<file path="src/gfp_fetch_params.svh">
// Sizing constants for the GFP8 block fetcher
// One block is 16 packed exponent lines followed by 512 mantissa lines

`ifndef GFP_FETCH_PARAMS_SVH
`define GFP_FETCH_PARAMS_SVH

// ============================================================
// Line and element widths
// ============================================================
`define GFP_LINE_W        256
`define GFP_EXP_W         8
`define GFP_EXP_PER_LINE  32

// ============================================================
// Block layout
// ============================================================
`define GFP_EXP_LINES     16
`define GFP_MAN_LINES     512
`define GFP_EXP_COUNT     512
`define GFP_BURST_BEATS   16

// Index widths into the buffers
`define GFP_MAN_IDX_W     9
`define GFP_EXP_IDX_W     9
`define GFP_PKD_IDX_W     4

// ============================================================
// DDR addressing
// ============================================================
`define GFP_LINE_ADDR_W   26
`define GFP_AXI_ADDR_W    42
`define GFP_BYTE_SHIFT    5
// Page field in the top address bits, used by the NoC for routing
`define GFP_PAGE_ID       9'd2

`endif

</file>
<file path="src/gfp_fetch_pkg.sv">
// Shared types for the GFP8 block fetcher
// Line view, buffer write record and engine read requests

`include "gfp_fetch_params.svh"

package gfp_fetch_pkg;

    // Left or right operand buffer
    typedef enum logic {
        SIDE_LEFT  = 1'b0,
        SIDE_RIGHT = 1'b1
    } side_e;

    // One DDR line
    // Mantissa lines are kept whole, packed exponent lines are read bytewise
    typedef union packed {
        logic [`GFP_LINE_W-1:0]                       raw;
        // Byte 0 sits in the lowest bits
        logic [`GFP_EXP_PER_LINE-1:0][`GFP_EXP_W-1:0] exp;
    } gfp_line_u;

    // Line write from the fetch controller into the line buffer
    typedef struct packed {
        logic                      en;
        // Set for block lines 0..15
        logic                      is_exp;
        side_e                     side;
        // Line index within the packed or mantissa region
        logic [`GFP_MAN_IDX_W-1:0] idx;
        gfp_line_u                 data;
    } line_wr_t;

    // Engine mantissa read request
    typedef struct packed {
        logic                      en;
        logic [`GFP_MAN_IDX_W-1:0] idx;
    } man_rd_req_t;

    // Engine exponent read request, read every cycle
    typedef struct packed {
        logic [`GFP_EXP_IDX_W-1:0] idx;
    } exp_rd_req_t;

endpackage

</file>
<file path="src/fetch_control.sv">
`timescale 1ns/1ps
// GFP8 fetch controller
// Issues 33 AXI read bursts per block and turns each beat into a line write

`include "gfp_fetch_params.svh"

module fetch_control (
    input  logic                        i_clk,
    input  logic                        i_reset_n,
    // Command
    input  logic                        i_fetch_en,
    input  logic [`GFP_LINE_ADDR_W-1:0] i_fetch_addr,
    input  gfp_fetch_pkg::side_e        i_fetch_target,
    // AXI read address channel
    output logic                        o_ar_valid,
    output logic [`GFP_AXI_ADDR_W-1:0]  o_ar_addr,
    input  logic                        i_ar_ready,
    // AXI read data channel
    input  logic                        i_r_valid,
    input  logic [`GFP_LINE_W-1:0]      i_r_data,
    input  logic                        i_r_last,
    output logic                        o_r_ready,
    // Line buffer and unpacker
    output gfp_fetch_pkg::line_wr_t     o_line_wr,
    output logic                        o_unpack_start,
    output gfp_fetch_pkg::side_e        o_unpack_side,
    input  logic                        i_unpack_busy,
    output logic                        o_fetch_done
);
    import gfp_fetch_pkg::*;

    localparam int unsigned BLOCK_LINES = `GFP_EXP_LINES + `GFP_MAN_LINES;
    localparam int unsigned CNT_W       = $clog2(BLOCK_LINES);
    localparam int unsigned BEAT_W      = $clog2(`GFP_BURST_BEATS);

    typedef enum logic [2:0] {
        ST_IDLE,
        ST_INIT,
        ST_ADDR,
        ST_EXP_DATA,
        ST_MAN_DATA,
        ST_WAIT_UNPACK,
        ST_DONE
    } state_e;

    state_e                      state_q;
    state_e                      state_d;
    logic                        fetch_en_q;
    logic                        fetch_edge;
    logic [`GFP_LINE_ADDR_W-1:0] base_q;
    side_e                       side_q;
    // Block line of the next beat (0..527)
    logic [CNT_W-1:0]            line_cnt_q;
    logic                        beat;
    logic                        last_line;
    logic [`GFP_MAN_IDX_W-1:0]   man_idx;
    logic [`GFP_LINE_ADDR_W-1:0] burst_line;
    // Registered line write
    logic                        wr_en_q;
    logic                        wr_is_exp_q;
    logic [`GFP_MAN_IDX_W-1:0]   wr_idx_q;
    gfp_line_u                   wr_data_q;

    assign fetch_edge = i_fetch_en && !fetch_en_q;
    assign beat       = i_r_valid && o_r_ready;
    assign last_line  = (line_cnt_q == CNT_W'(BLOCK_LINES - 1));
    // Mantissa lines start at block line 16
    assign man_idx    = `GFP_MAN_IDX_W'(line_cnt_q - CNT_W'(`GFP_EXP_LINES));

    // ============================================================
    // State machine
    // ============================================================
    always_comb begin
        state_d = state_q;
        case (state_q)
            ST_IDLE: begin
                // Edges seen outside idle are dropped
                if (fetch_edge) begin
                    state_d = ST_INIT;
                end
            end
            // One settle cycle so the first AR comes two cycles after the edge
            ST_INIT: state_d = ST_ADDR;
            ST_ADDR: begin
                if (i_ar_ready) begin
                    state_d = (line_cnt_q < CNT_W'(`GFP_EXP_LINES)) ? ST_EXP_DATA : ST_MAN_DATA;
                end
            end
            ST_EXP_DATA: begin
                if (beat && i_r_last) begin
                    state_d = ST_ADDR;
                end
            end
            ST_MAN_DATA: begin
                if (beat && i_r_last) begin
                    if (!last_line) begin
                        state_d = ST_ADDR;
                    end else begin
                        // Skip the wait when unpacking is already over
                        state_d = i_unpack_busy ? ST_WAIT_UNPACK : ST_DONE;
                    end
                end
            end
            ST_WAIT_UNPACK: begin
                if (!i_unpack_busy) begin
                    state_d = ST_DONE;
                end
            end
            ST_DONE: state_d = ST_IDLE;
            default: state_d = ST_IDLE;
        endcase
    end

    always_ff @(posedge i_clk) begin
        if (!i_reset_n) begin
            state_q    <= ST_IDLE;
            fetch_en_q <= 1'b0;
            side_q     <= SIDE_LEFT;
            line_cnt_q <= '0;
            wr_en_q    <= 1'b0;
        end else begin
            state_q    <= state_d;
            fetch_en_q <= i_fetch_en;
            wr_en_q    <= beat;
            if (state_q == ST_IDLE && fetch_edge) begin
                side_q     <= i_fetch_target;
                line_cnt_q <= '0;
            end else if (beat) begin
                line_cnt_q <= line_cnt_q + CNT_W'(1);
            end
        end
    end

    // ============================================================
    // Command base and beat capture
    // ============================================================
    always_ff @(posedge i_clk) begin
        if (state_q == ST_IDLE && fetch_edge) begin
            base_q <= i_fetch_addr;
        end
        if (beat) begin
            wr_is_exp_q <= (state_q == ST_EXP_DATA);
            wr_idx_q    <= (state_q == ST_EXP_DATA) ? `GFP_MAN_IDX_W'(line_cnt_q) : man_idx;
            wr_data_q   <= i_r_data;
        end
    end

    // Line counter sits on a burst boundary while in ST_ADDR
    assign burst_line = base_q + `GFP_LINE_ADDR_W'(line_cnt_q);
    assign o_ar_valid = (state_q == ST_ADDR);
    assign o_ar_addr  = {`GFP_PAGE_ID, 2'b00, burst_line, {`GFP_BYTE_SHIFT{1'b0}}};
    assign o_r_ready  = (state_q == ST_EXP_DATA) || (state_q == ST_MAN_DATA);

    always_comb begin
        o_line_wr.en     = wr_en_q;
        o_line_wr.is_exp = wr_is_exp_q;
        o_line_wr.side   = side_q;
        o_line_wr.idx    = wr_idx_q;
        o_line_wr.data   = wr_data_q;
    end

    // Unpack starts as packed line 15 goes into the buffer
    assign o_unpack_start = wr_en_q && wr_is_exp_q &&
                            (wr_idx_q == `GFP_MAN_IDX_W'(`GFP_EXP_LINES - 1));
    assign o_unpack_side  = side_q;
    assign o_fetch_done   = (state_q == ST_DONE);

    // ============================================================
    // Assertions
    // ============================================================
    // Every burst starts on a 16-line step from the base
    a_ar_aligned: assert property (@(posedge i_clk) disable iff (!i_reset_n)
        o_ar_valid |-> (line_cnt_q[BEAT_W-1:0] == '0));

    a_ar_stable: assert property (@(posedge i_clk) disable iff (!i_reset_n)
        o_ar_valid && !i_ar_ready |=> o_ar_valid && $stable(o_ar_addr));

    // DDR must end each burst on its sixteenth beat
    a_rlast_beat: assert property (@(posedge i_clk) disable iff (!i_reset_n)
        beat && i_r_last |-> (line_cnt_q[BEAT_W-1:0] == BEAT_W'(`GFP_BURST_BEATS - 1)));

endmodule

</file>
<file path="config.mk">
export PLATFORM = sky130hd
export DESIGN_NAME = fetch_control
export DESIGN_NICKNAME = d
export VERILOG_FILES = /design/src/gfp_fetch_pkg.sv /design/src/fetch_control.sv
export VERILOG_INCLUDE_DIRS = /design/src
export SDC_FILE = /design/constraint.sdc
export NUM_CORES = 1
export LEC_CHECK = 0
export ABC_CLOCK_PERIOD_IN_PS = 3500
export BUFFER_PORTS_ARGS = -buffer_cell sky130_fd_sc_hd__buf_2
export CAP_MARGIN = 20
export CORE_AREA = 5 5 235 237
export DETAILED_ROUTE_END_ITERATION = 8
export DIE_AREA = 0 0 240 242
export GPL_TIMING_DRIVEN = 0
export SLEW_MARGIN = 15
export SYNTH_ARGS = -nofsm -noshare
export SYNTH_HDL_FRONTEND = slang
export SYNTH_SLANG_ARGS = --single-unit
</file>
<file path="constraint.sdc">
create_clock -name i_clk -period 3.5 [get_ports i_clk]
set_input_delay 0.525 -clock i_clk [delete_from_list [all_inputs] [get_ports i_clk]]
set_output_delay 0.525 -clock i_clk [all_outputs]
set_load 0.02 [all_outputs]
</file>
; ---- Word-level counts from Yosys, hierarchy flattened
; Index checks and enable logic that the tools add are counted.
[op_classes]
n_addsub = 3
order_cmp = 1
n_eq_ne = 13
n_mux = 10
n_bitwise = 1
reduce_logical = 11
[ops]
columns = cell, count
row1 = 26-bit by 10-bit adder with 26-bit output, 1
row2 = 3-bit two-way mux, 7
row3 = 3-bit one-hot mux with 6 select lines, 1
row4 = "10-bit by 1-bit adder with 10-bit output, second input constant", 1
row5 = "10-bit == test, second input constant", 1
row6 = "10-bit by 5-bit < comparator with 1-bit output, second input constant", 1
row7 = "3-bit == test, second input constant", 3
row8 = "9-bit by 4-bit == test with 1-bit output, second input constant", 1
row9 = 9-bit two-way mux, 1
row10 = "9-bit by 5-bit subtractor with 9-bit output, second input constant", 1
row11 = "2-bit inequality test, second input constant", 4
row12 = "3-bit by 2-bit == test with 1-bit output, second input constant", 2
row13 = 1-bit logical AND, 6
row14 = 5-bit AND reduction, 1
row15 = "3-bit by 1-bit == test with 1-bit output, second input constant", 1
row16 = 3-bit zero test, 1
row17 = 2-bit two-way mux, 1
row18 = "2-bit by 1-bit inequality test with 1-bit output, second input constant", 1
row19 = 2-bit OR reduction, 1
row20 = 1-bit zero test, 1
row21 = 1-bit logical OR, 1
row22 = 1-bit NOT, 1
[word_totals]
register_bits = 308
in_bits = 290
out_inout_bits = 315
elab_cells = 48

; ---- Depth between registers and ports, before layout
; Gate-level depths: netlist of run 1.
[depth]
word_depth = 6
mapped_depth = 8
ltp_nobuf = 8

; ---- Least setup slack after synthesis of run 1
; No wires, ideal clock.
[synth_timing]
path_type = register to register
from = register state_q[0]
to = register line_cnt_q[9]
setup_ns = 0.072
arrival_time_ns = 2.736
required_time_ns = 3.428
slack_ns = 0.692
stages_incl_launch_ff = 9
n_path_buf = 2
period_less_slack_ns = 2.808
path_cell_list = dfxtp_1 > buf_4 > nand3b_4 > clkinv_2 > o21a_2 > buf_6 > nand3_4 > or3_1 > a21oi_1
[synth_between]
elab_chain_len = 3
word_cells_on_any_way = 7
classes_between = eq/ne: 2 / reduce/logical: 5
[synth_rtl]
columns = element, line_no
row1 = from (decl), fetch_control.sv:46  ; state_e state_q;
row2 = from (signal assigned), fetch_control.sv:122  ; state_q <= state_d;
row3 = 3-bit by 2-bit == test with 1-bit output or 3-bit == test (tied branches), fetch_control.sv:152  ; assign o_r_ready = (state_q == ST_EXP_DATA) || (state_q == ST_MAN_DATA);
row4 = 1-bit logical OR (*), fetch_control.sv:152
row5 = 1-bit logical AND (*), fetch_control.sv:65  ; assign beat = i_r_valid && o_r_ready;
row6 = via beat, fetch_control.sv:54  ; logic beat;
row7 = to (signal assigned), fetch_control.sv:129  ; line_cnt_q <= line_cnt_q + CNT_W'(1);
row8 = to (decl), fetch_control.sv:53  ; logic [CNT_W-1:0] line_cnt_q;
; Mark *: on every way through the listed nets, which the timed path passes. The rest lies on a longest branch.
; A chain may end at the register's enable or synchronous reset.

; ---- Final worst setup path of run 1
[layout_timing]
from = register line_cnt_q[0]
to = output o_ar_addr[23]
[layout_between]
elab_chain_len = 1
[layout_rtl]
columns = element, line_no
row1 = 26-bit by 10-bit adder with 26-bit output, fetch_control.sv:149  ; assign burst_line = base_q + `GFP_LINE_ADDR_W'(line_cnt_q);
row2 = to (decl), fetch_control.sv:16  ; output logic [`GFP_AXI_ADDR_W-1:0] o_ar_addr,
; Every way passes these cells.

==> run_results.csv, run 1 <==
group,metric,value,unit
layout,share_of_the_core_filled_with_cells,29.8,%
route,post_drt_via_cell_ratio,3.84,
floorplanning,design.portCount,605,
clock_tree,cts-buffers-inserted,37,
sta,total_negative_setup_slack,0,ns
grt,globalRouteOverflowTotal,0,
sta,slew_violations,0,
layout,nNetsFinal,1493,
setup_path,path_class,"reg2out",
setup_path,setup.worst_path.end_class,"output port",
synth,post_synth_fa_ha_maj_area_fraction,1.71,%
floorplanning,floorplan.initialDensity,20.1,%
synth,synth.avg_cell_area,19.6,um^2
placement,place_ws,0.355,ns
layout,leading_cell_type_in_the_layout_fill_and_taps_excluded,"buf_2",
pwr,cell_internal_pwr,0.00684,W
pwr,clockPowerShare,38.7,%
sta,fmax,0.299,GHz
pwr,p_leak,6.47,nW
pwr,max-vdd-ir-drop,0.387,mV
floorplanning,placeable_area,53100,um^2
layout,seqCellArea,9090,um^2
synth,synth.yosys.seq_area_share,85.3,%
route,detailedRoute.firstPassIterationCount,4,
pwr,pwr-share-seq,48.3,%
pwr,comb_power_share,13.1,%
floorplanning,die_y,242,um
layout,layout.filler_cells,5354,
sta,setup_slack,0.151,ns
sta,tightestPinTransition,0.666,ns
synth,xor_xnor_share_of_the_synthesized_area,2.88,%
route,route.final.wire_length,39600,um
grt,grt_max_degree,106,
grt,globalRouteTotalUtil,12.7,%
sta,hold_violations,0,
placement,hpwl,31500,um
layout,final_layout_size_suffix_gt1_share,56.0,%
floorplanning,die_w,240,um
sta,clock-skew-final,0.00781,ns
pwr,pwr_density_cell,585,nW/um^2
floorplanning,floorplan.die_area,58100,um^2
route,route.detailed.wl_per_inst,20.7,um
synth,yosys_register_bits,308,
setup_path,launching_element_type_of_the_critical_path,"flip-flop",
clock_tree,h-tree-depth,2,
sta,layout_min_cycle_time,3.35,ns
synth,number_of_flops_mapped_to_enable_cells_by_yosys,292,
synth,synthCells,544,
worst_hold_path,worst_hold_path_type,"in2reg",
synth,synth_ff_type,"edfxtp_1",
route,antenna_violating_nets_post_route,0,
placement,numPortBuffers,587,
sta,number_of_endpoints_failing_setup_at_the_final_stage,0,
synth,ys_warn_count,0,
setup_path,critical_path.max_fanout,8,
placement,place.gp.congestion,0.905,
clock_tree,worst_skew_pair.late_latency,0.53,ns
layout,multiInputGateArea,1420,um^2
grt,grt_pass1_wl,54300,um
pwr,p_sw_share,25.9,%
route,detailedRoute.firstIterationViolations,477,
placement,placed_cells_incl_taps,1843,
clock_tree,cell_at_the_root_of_the_clock_tree,"clkbuf_16",
layout,syn2layout_area_growth,48.2,%
route,via_count,7359,
grt,vias_in_the_first_global_route,7780,
synth,synth.mux.area_fraction,0,%
setup_path,timing.critical_path.arrival,2.82,ns
synth,synth_cell_types,50,
clock_tree,cts_buffer_depth,3,
route,detail_route.drc_violations,0,
layout,fin_cells,1915,
clock_tree,cts_tree,"yes",
synth,synth_top_family_by_area,"simple AND/OR/NAND/NOR gates",
sta,rsz_0062_raised_after_global_routing,"no",
setup_path,cp.required,2.97,ns
layout,leading_cell_types_in_the_layout_fill_and_taps_excluded,"buf_2 (588), edfxtp_1 (292), clkbuf_16 (38), nand2_1 (25), buf_4 (23)",
sta,slew_headroom,55.6,%
pwr,power_switching,0.00239,W
flow_run,maxCapViolations,0,
sta,final_min_period_over_clock_period,95.7,%
clock_tree,clkSinkCount,308,
status,result_of_the_run,"finished clean",
grt,antenna_found_initial,14,
synth,synth-async-reset-ratio,0,%
synth,synth-compound-area-share,3.25,%
floorplanning,placementRows,85,
sta,fin_hold_ws,0.156,ns
clock_tree,cts-hold-fix-buffers,0,
synth,synth-simple-area-share,4.58,%
synth,synthesis.area,10700,um^2
clock_tree,cts.clk_slew.worst_paths,0.06,ns
[logic make-up after synthesis]
logic type | Yosys count
buffers and inverters | 38
AND/OR/NAND/NOR | 91
other | 2
flip-flops | 308
XOR/XNOR | 35
AO/OA/AOI/OAI | 56
adder cells (fa/ha/maj) | 14
[registers in the layout, indices dropped and copies added (netlist names)]
name,flops
wr_data_q,256
o_unpack_side,1
base_q,26
wr_idx_q,9
wr_en_q,1
fetch_en_q,1
state_q,3
wr_is_exp_q,1
line_cnt_q,10
[per-stage QoR]
stage,area (um^2),total power (W)
final,15800,0.00924
after global routing,15800,0.00968
after CTS,15700,0.00940
after detailed placement,14600,0.00574
after global placement,14500,0.00571
after floorplan,10700,0.00517
[critical path: stages, from the launching register on]
cell	delay (ns)
dfxtp_4	0.38
ha_1	0.18
inv_1	0.06
fa_1	0.42
nand2b_4	0.17
a21oi_2	0.17
o211ai_1	0.10
buf_4	0.19
a211oi_2	0.23
xor2_1	0.19
buf_2	0.19
[synthesized netlist by cell type, types with 2 or more instances]
| library cell | number | area (um^2) |
|---|---|---|
| ha_1 | 13 | 163 |
| o22ai_1 | 2 | 12.5 |
| nand4_1 | 7 | 43.8 |
| nand3_1 | 13 | 65.1 |
| conb_1 | 2 | 7.51 |
| or3_1 | 2 | 12.5 |
| nand2b_1 | 2 | 12.5 |
| a21oi_1 | 26 | 130 |
| buf_2 | 2 | 10.0 |
| a21boi_0 | 2 | 15.0 |
| nor2_1 | 20 | 75.1 |
| buf_6 | 2 | 22.5 |
| a21o_1 | 3 | 22.5 |
| xor2_1 | 21 | 184 |
| inv_1 | 11 | 41.3 |
| and3_1 | 4 | 25.0 |
| nand2_1 | 25 | 93.8 |
| nor3b_1 | 2 | 15.0 |
| a211oi_1 | 5 | 37.5 |
| nor4_1 | 2 | 12.5 |
| dfxtp_1 | 16 | 320 |
| edfxtp_1 | 292 | 8770 |
| xnor2_1 | 14 | 123 |
| and2_1 | 3 | 18.8 |
| buf_4 | 20 | 150 |
| o211ai_1 | 2 | 15.0 |
| o21ai_0 | 8 | 40.0 |
[final timing paths]
| kind | start | endpoint | slack [ns] | cells after the start |
|---|---|---|---|---|
| hold reg to reg | o_unpack_side | o_unpack_side | 0.49 | 2 |
| hold / removal | i_r_data[253] | wr_data_q[253] | 0.16 | 1 |
| setup reg to reg | state_q[2] | line_cnt_q[9] | 0.97 | 8 |
| setup / recovery | line_cnt_q[0] | o_ar_addr[23] | 0.15 | 10 |
[power groups by stage]
stage	logic, W	clock network [W]	registers [W]
2_1_floorplan	0.000420	0	0.00475
3_3_place_gp	0.00117	0	0.00455
3_5_place_dp	0.00121	0	0.00454
4_1_cts	0.00121	0.00373	0.00446
5_1_grt	0.00130	0.00390	0.00448
6_report	0.00121	0.00357	0.00446
[routing by layer]
metal  vias to the layer above  track usage [%]  part of all wire (%)  wire, um
li1                       3362                -                     -         -
met1                      3505             13.0                    34     13500
met2                       385             21.8                    49     19200
met3                        93             5.82                    11      4340
met4                        14             6.48                   6.0      2380
met5                         -                0                  0.25        98
[layout make-up]
type | instances | area share (%)
flip-flops and latches | 308 | 57.6
inverters | 12 | 0.293
plain buffers | 26 | 1.24
repair buffers | 592 | 19.2
clock inverters | 17 | 0.856
diodes | 5 | 0.0792
clock buffers | 47 | 6.24
multi-input cells | 212 | 8.96
well taps | 696 | 5.52
[what timing repair did]
item | 4_1_cts | 5_1_grt
pin swaps | 1 | 2
resized for setup | 2 | 8
setup buffers | 1 | 1
endpoints found under the hold margin | 0 | 0
setup endpoints to repair | 8 | 11
Note: power is estimated with default switching activity, not from simulation.
==> run 2, diff against run 1 <==
CORE_AREA = 2 2 232 234   (was 5 5 235 237)
DIE_AREA = 0 0 234 236   (was 0 0 240 242)
==> run 2 against run 1 <==
  * Cell area hardly changed
  * Clock-buffer cell count fell by 7
  * Sequential power barely moved
  * Cell count down 0.10%
  * Die area is 4.9% lower
  * Setup slack better by 0.077 ns
  * First-iteration DRC count is 17% lower
  * Maximum frequency increased by 2.4%
  * Highest routed layer unchanged
==> run_results.csv, run 2 (same netlist as run 1, synthesis figures left out) <==
group,metric,value,unit
clock_tree,clkSinkCount,308,
placement,hpwl,29500,um
sta,setup_slack,0.228,ns
layout,seqCellArea,9090,um^2
placement,numPortBuffers,587,
grt,grt_max_degree,102,
flow_run,maxCapViolations,0,
grt,grt_busiest_layer,"met2",
clock_tree,h-tree-depth,2,
route,detailedRoute.firstIterationViolations,395,
clock_tree,cell_at_the_root_of_the_clock_tree,"clkbuf_16",
floorplanning,die_y,236,um
grt,vias_in_the_first_global_route,7295,
route,detail_route.drc_violations,0,
layout,leading_cell_types_in_the_layout_fill_and_taps_excluded,"buf_2 (588), edfxtp_1 (292), clkbuf_16 (36), nand2_1 (25), a21oi_1 (23)",
grt,grtUsageMet1,12.5,%
grt,antenna_found_initial,13,
floorplanning,die_w,234,um
pwr,max-vdd-ir-drop,0.469,mV
route,route.detailed.wl_per_inst,19.6,um
floorplanning,design.portCount,605,
sta,fin_hold_ws,0.165,ns
sta,slew_headroom,53.1,%
grt,globalRouteTotalUtil,12.6,%
setup_path,critical_path.max_fanout,8,
floorplanning,floorplan.die_area,55200,um^2
sta,final_min_period_over_clock_period,93.5,%
route,antenna_violating_nets_post_route,0,
floorplanning,placementRows,85,
grt,grt_pass1_wl,49700,um
floorplanning,placeable_area,53100,um^2
placement,place.gp.congestion,0.805,
grt,globalRouteOverflowTotal,0,
sta,hold_violations,0,
layout,nNetsFinal,1491,
sta,tightestPinTransition,0.703,ns
sta,number_of_endpoints_failing_setup_at_the_final_stage,0,
pwr,p_leak,6.46,nW
status,result_of_the_run,"finished clean",
sta,total_negative_setup_slack,0,ns
route,detailedRoute.firstPassIterationCount,4,
route,via_count,7419,
clock_tree,cts-hold-fix-buffers,0,
clock_tree,cts_buffer_depth,3,
clock_tree,worst_skew_pair.late_latency,0.53,ns
sta,slew_violations,0,
grt,met2_use_gr,22.4,%
layout,top_regs,"wr_data_q: 256 flops, base_q: 26 flops, line_cnt_q: 10 flops",
placement,place_ws,0.339,ns
sta,fmax,0.306,GHz
layout,largest_register_ff_count,256,
setup_path,cp.required,2.97,ns
grt,globalRouteMet3Util,5.40,%
clock_tree,cts.clk_slew.worst_paths,0.06,ns
setup_path,timing.critical_path.arrival,2.75,ns
setup_path,launching_element_type_of_the_critical_path,"flip-flop",
layout,final_layout_size_suffix_gt1_share,56.1,%
layout,layout.filler_cells,5328,
layout,syn2layout_area_growth,48.1,%
layout,largest_register,"wr_data_q",
setup_path,path_class,"reg2out",
clock_tree,cts-buffers-inserted,36,
layout,leading_cell_type_in_the_layout_fill_and_taps_excluded,"buf_2",
sta,layout_min_cycle_time,3.27,ns
route,post_drt_via_cell_ratio,3.88,
pwr,pwr_density_cell,590,nW/um^2
sta,clock-skew-final,0.0158,ns
worst_hold_path,worst_hold_path_type,"in2reg",
route,route.final.wire_length,37500,um
layout,share_of_the_core_filled_with_cells,29.7,%
setup_path,setup.worst_path.end_class,"output port",
clock_tree,cts_tree,"yes",
floorplanning,floorplan.initialDensity,20.1,%
layout,multiInputGateArea,1400,um^2
run 2: cell count changes in the layout (fill, tap and decap cells not counted), moves of 2 or more:
cell | before | now
clkinv_4 | 1 | 3
clkbuf_16 | 38 | 36
a21oi_1 | 21 | 23
clkbuf_1 | 10 | 5
inv_6 | 0 | 2
bufinv_16 | 1 | 3
a21oi_2 | 5 | 3
run 2: routing by layer:
metal	part of all wire (%)	wire, um	vias up
li1	-	-	3347
met1	33	12500	3595
met2	51	19200	387
met3	11	4180	76
met4	4.0	1490	14
met5	0.22	82	-
run 2: worst paths after layout:
kind	cells after the start	endpoint	slack (ns)	from
worst max register to register	6	wr_data_q[126]	0.76	state_q[2]
worst max-delay path	7	o_ar_addr[26]	0.23	line_cnt_q[4]
worst min-delay path	1	wr_data_q[80]	0.16	i_r_data[80]
worst min register to register	0	wr_idx_q[0]	0.51	line_cnt_q[0]
run 2: repair_timing:
item                       4_1_cts  5_1_grt
pin swaps                        1        1
buffers inserted                 1        0
gates resized for setup          2        6
hold endpoints to repair         0        0
setup endpoints to repair        8       12
cloned                           0        0
run 2: layout make-up:
class	instances	share of cell area (%)
diodes	4	0.0634
plain buffers	26	1.24
clock buffers	40	5.80
clock inverters	24	1.40
inverters	12	0.293
multi-input cells	212	8.89
flip-flops and latches	308	57.6
well taps	696	5.52
repair buffers	591	19.2
run 2: report_power, final:
part           total, W  switching, W  internal, W
combinational   0.00121      0.000807     0.000403
clock           0.00366       0.00154      0.00212
sequential      0.00445     0.0000876      0.00436
run 2: critical path, cell delays in order (launching register included):
cell and delay (ns):
dfxtp_1 0.46, ha_1 0.34, and2_1 0.21, a221oi_2 0.32, a21o_1 0.33, a21oi_1 0.13, xor2_1 0.23, buf_2 0.21
run 2: metrics by stage:
stage	instance area, um^2	power [W]	cells
after floorplan	10700	0.00517	558
after global placement	14500	0.00570	1841
after detailed placement	14600	0.00573	1843
after CTS	15700	0.00946	1908
after global routing	15800	0.00970	1911
final	15800	0.00932	1913
==> run 3, diff against run 2 <==
ABC_CLOCK_PERIOD_IN_PS = 4200   (was 3500)
CORE_AREA = 2 2 238 240   (was 2 2 232 234)
DIE_AREA = 0 0 240 242   (was 0 0 234 236)
SLEW_MARGIN = default   (was 15)
clock period = 4.2 ns   (was 3.5 ns; I/O delays follow)
==> run 3 against run 2 <==
  * Critical endpoint is now o_ar_addr[23]
  * Sequential cell count is the same
  * Largest power group unchanged
  * Highest routed layer unchanged
  * Core utilization shrank 1.2 points
  * Critical path type unchanged
  * Cell area grew 0.93%
  * Clock-buffer cell count shrank 1
  * Via count shrank 0.78%
  * Cell count grew 3.0%
==> run_results.csv, run 3 (same netlist as run 1, synthesis figures left out) <==
group,metric,value,unit
placement,numPortBuffers,587,
status,result_of_the_run,"finished clean",
clock_tree,post-cts-setup-buffers,0,
clock_tree,cts_tree,"yes",
layout,largest_register,"wr_data_q",
sta,layout_min_cycle_time,3.74,ns
clock_tree,cts.clk_slew.worst_paths,0.07,ns
flow_run,maxCapViolations,0,
sta,number_of_endpoints_failing_setup_at_the_final_stage,0,
floorplanning,design.portCount,605,
placement,place.gp.congestion,0.925,
sta,slew_headroom,51.4,%
layout,final_layout_size_suffix_gt1_share,56.1,%
floorplanning,placementRows,87,
grt,grt_max_degree,127,
pwr,max-vdd-ir-drop,0.304,mV
pwr,design_power_total,0.00799,W
layout,largest_register_ff_count,256,
clock_tree,cell_at_the_root_of_the_clock_tree,"clkbuf_16",
sta,fmax,0.267,GHz
setup_path,timing.critical_path.arrival,3.11,ns
setup_path,launching_element_type_of_the_critical_path,"flip-flop",
pwr,p_leak,6.51,nW
floorplanning,floorplan.die_area,58100,um^2
clock_tree,cts_buffer_depth,3,
floorplanning,placeable_area,55700,um^2
clock_tree,cts-hold-fix-buffers,0,
layout,layout.filler_cells,5713,
sta,slew_violations,0,
placement,hpwl,28000,um
clock_tree,worst_skew_pair.late_latency,0.54,ns
sta,total_negative_setup_slack,0,ns
grt,vias_in_the_first_global_route,7427,
layout,leading_cell_types_in_the_layout_fill_and_taps_excluded,"buf_2 (589), edfxtp_1 (292), clkbuf_16 (38), a21oi_1 (26), nand2_1 (25)",
layout,top_regs,"wr_data_q: 256 flops, base_q: 26 flops, line_cnt_q: 10 flops",
setup_path,setup.worst_path.end_class,"output port",
route,antenna_violating_nets_post_route,0,
sta,final_min_period_over_clock_period,89.0,%
route,route.final.wire_length,36000,um
clock_tree,h-tree-depth,2,
route,via_count,7361,
clock_tree,clkSinkCount,308,
floorplanning,die_y,242,um
worst_hold_path,hold_start,"i_r_data[70]",
route,detailedRoute.firstIterationViolations,366,
layout,leading_cell_type_in_the_layout_fill_and_taps_excluded,"buf_2",
clock_tree,cts-buffers-inserted,37,
setup_path,cp.required,3.57,ns
layout,nNetsFinal,1491,
sta,hold_violations,0,
grt,globalRouteOverflowTotal,0,
floorplanning,die_w,240,um
route,post_drt_via_cell_ratio,3.73,
setup_path,worstSetupStartpoint,"line_cnt_q[0]",
route,route.detailed.wl_per_inst,18.3,um
clock_tree,cts.repair.resized,0,
sta,rsz_0062_raised_after_global_routing,"no",
setup_path,reg2reg_from,"state_q[2]",
grt,grt_pass1_wl,48400,um
grt,globalRouteTotalUtil,11.4,%
pwr,pwr_density_cell,502,nW/um^2
sta,tightestPinTransition,0.729,ns
floorplanning,floorplan.initialDensity,19.1,%
sta,clock-skew-final,0.0224,ns
setup_path,critical_path.max_fanout,8,
route,detail_route.drc_violations,0,
setup_path,path_class,"reg2out",
layout,syn2layout_area_growth,49.5,%
worst_hold_path,worst_hold_path_type,"in2reg",
grt,antenna_found_initial,17,
route,detailedRoute.firstPassIterationCount,4,
## run 3: changes by cell type in the layout (fill, tap and decap cells not counted), moves of 2 or more
cell / change
a21oi_2: -3
a21oi_1: +3
clkbuf_1: -3
buf_4: -2
inv_8: +2
bufinv_16: +2
clkinv_1: -2
clkbuf_16: +2
diode_2: -3
clkinv_2: +3
## run 3: path summary, 6_finish.rpt
path | depth (start not counted) | slack, ns | end
worst max-delay path | 9 | 0.46 | o_ar_addr[23]
worst max register to register | 4 | 1.86 | wr_data_q[10]
worst min register to register | 2 | 0.50 | o_unpack_side
worst min-delay path | 1 | 0.26 | wr_data_q[70]
## run 3: area by class of cell
class                           count  area, um^2  share of cell area, %
Timing Repair Buffer              590        3020                   19.0
Antenna cell                        1        2.50                 0.0157
Clock inverter                     27         294                   1.85
Clock buffer                       39         955                   5.99
Inverter                           12        46.3                  0.291
Sequential cell                   308        9090                   57.0
Tap cell                          756         946                   5.94
Multi-Input combinational cell    212        1380                   8.69
Buffer                             26         195                   1.23
## run 3: critical path: stages (launching register included)
cell,delay [ns]
dfxtp_1,0.43
ha_1,0.21
inv_1,0.06
fa_1,0.42
nand2b_1,0.19
a21oi_1,0.21
o211ai_1,0.32
a211oi_1,0.35
xor2_1,0.21
buf_2,0.19
## run 3: power by group
group	total (W)	internal, W	switching, W	leakage, nW
Combinational	0.000994	0.000335	0.000660	3.13
Clock	0.00328	0.00197	0.00131	0.607
Sequential	0.00371	0.00364	0.0000775	2.77
## run 3: layer usage
layer / share of wire, % / routed length (um) / global-route usage (%) / vias up
li1: - / - / - / 3340
met1: 37 / 13200 / 12.5 / 3546
met2: 50 / 17900 / 19.8 / 369
met3: 10 / 3650 / 4.66 / 82
met4: 3.0 / 1080 / 4.22 / 24
met5: 0.42 / 153 / 0 / -
## run 3: through the flow
| stage | cells | setup slack (ns) | instance area (um^2) | util (%) | hold slack (ns) |
|---|---|---|---|---|---|
| 6_report | 1971 | 0.461 | 15900 | 28.6 | 0.261 |
| 3_3_place_gp | 1901 | 0.622 | 14600 | 26.2 | 0.482 |
| 5_1_grt | 1970 | 0.231 | 15900 | 28.6 | 0.221 |
| 2_1_floorplan | 558 | 1.34 | 10700 | - | 0.483 |
| 4_1_cts | 1969 | 0.391 | 15900 | 28.5 | 0.200 |
| 3_5_place_dp | 1903 | 0.982 | 14700 | 26.3 | 0.494 |
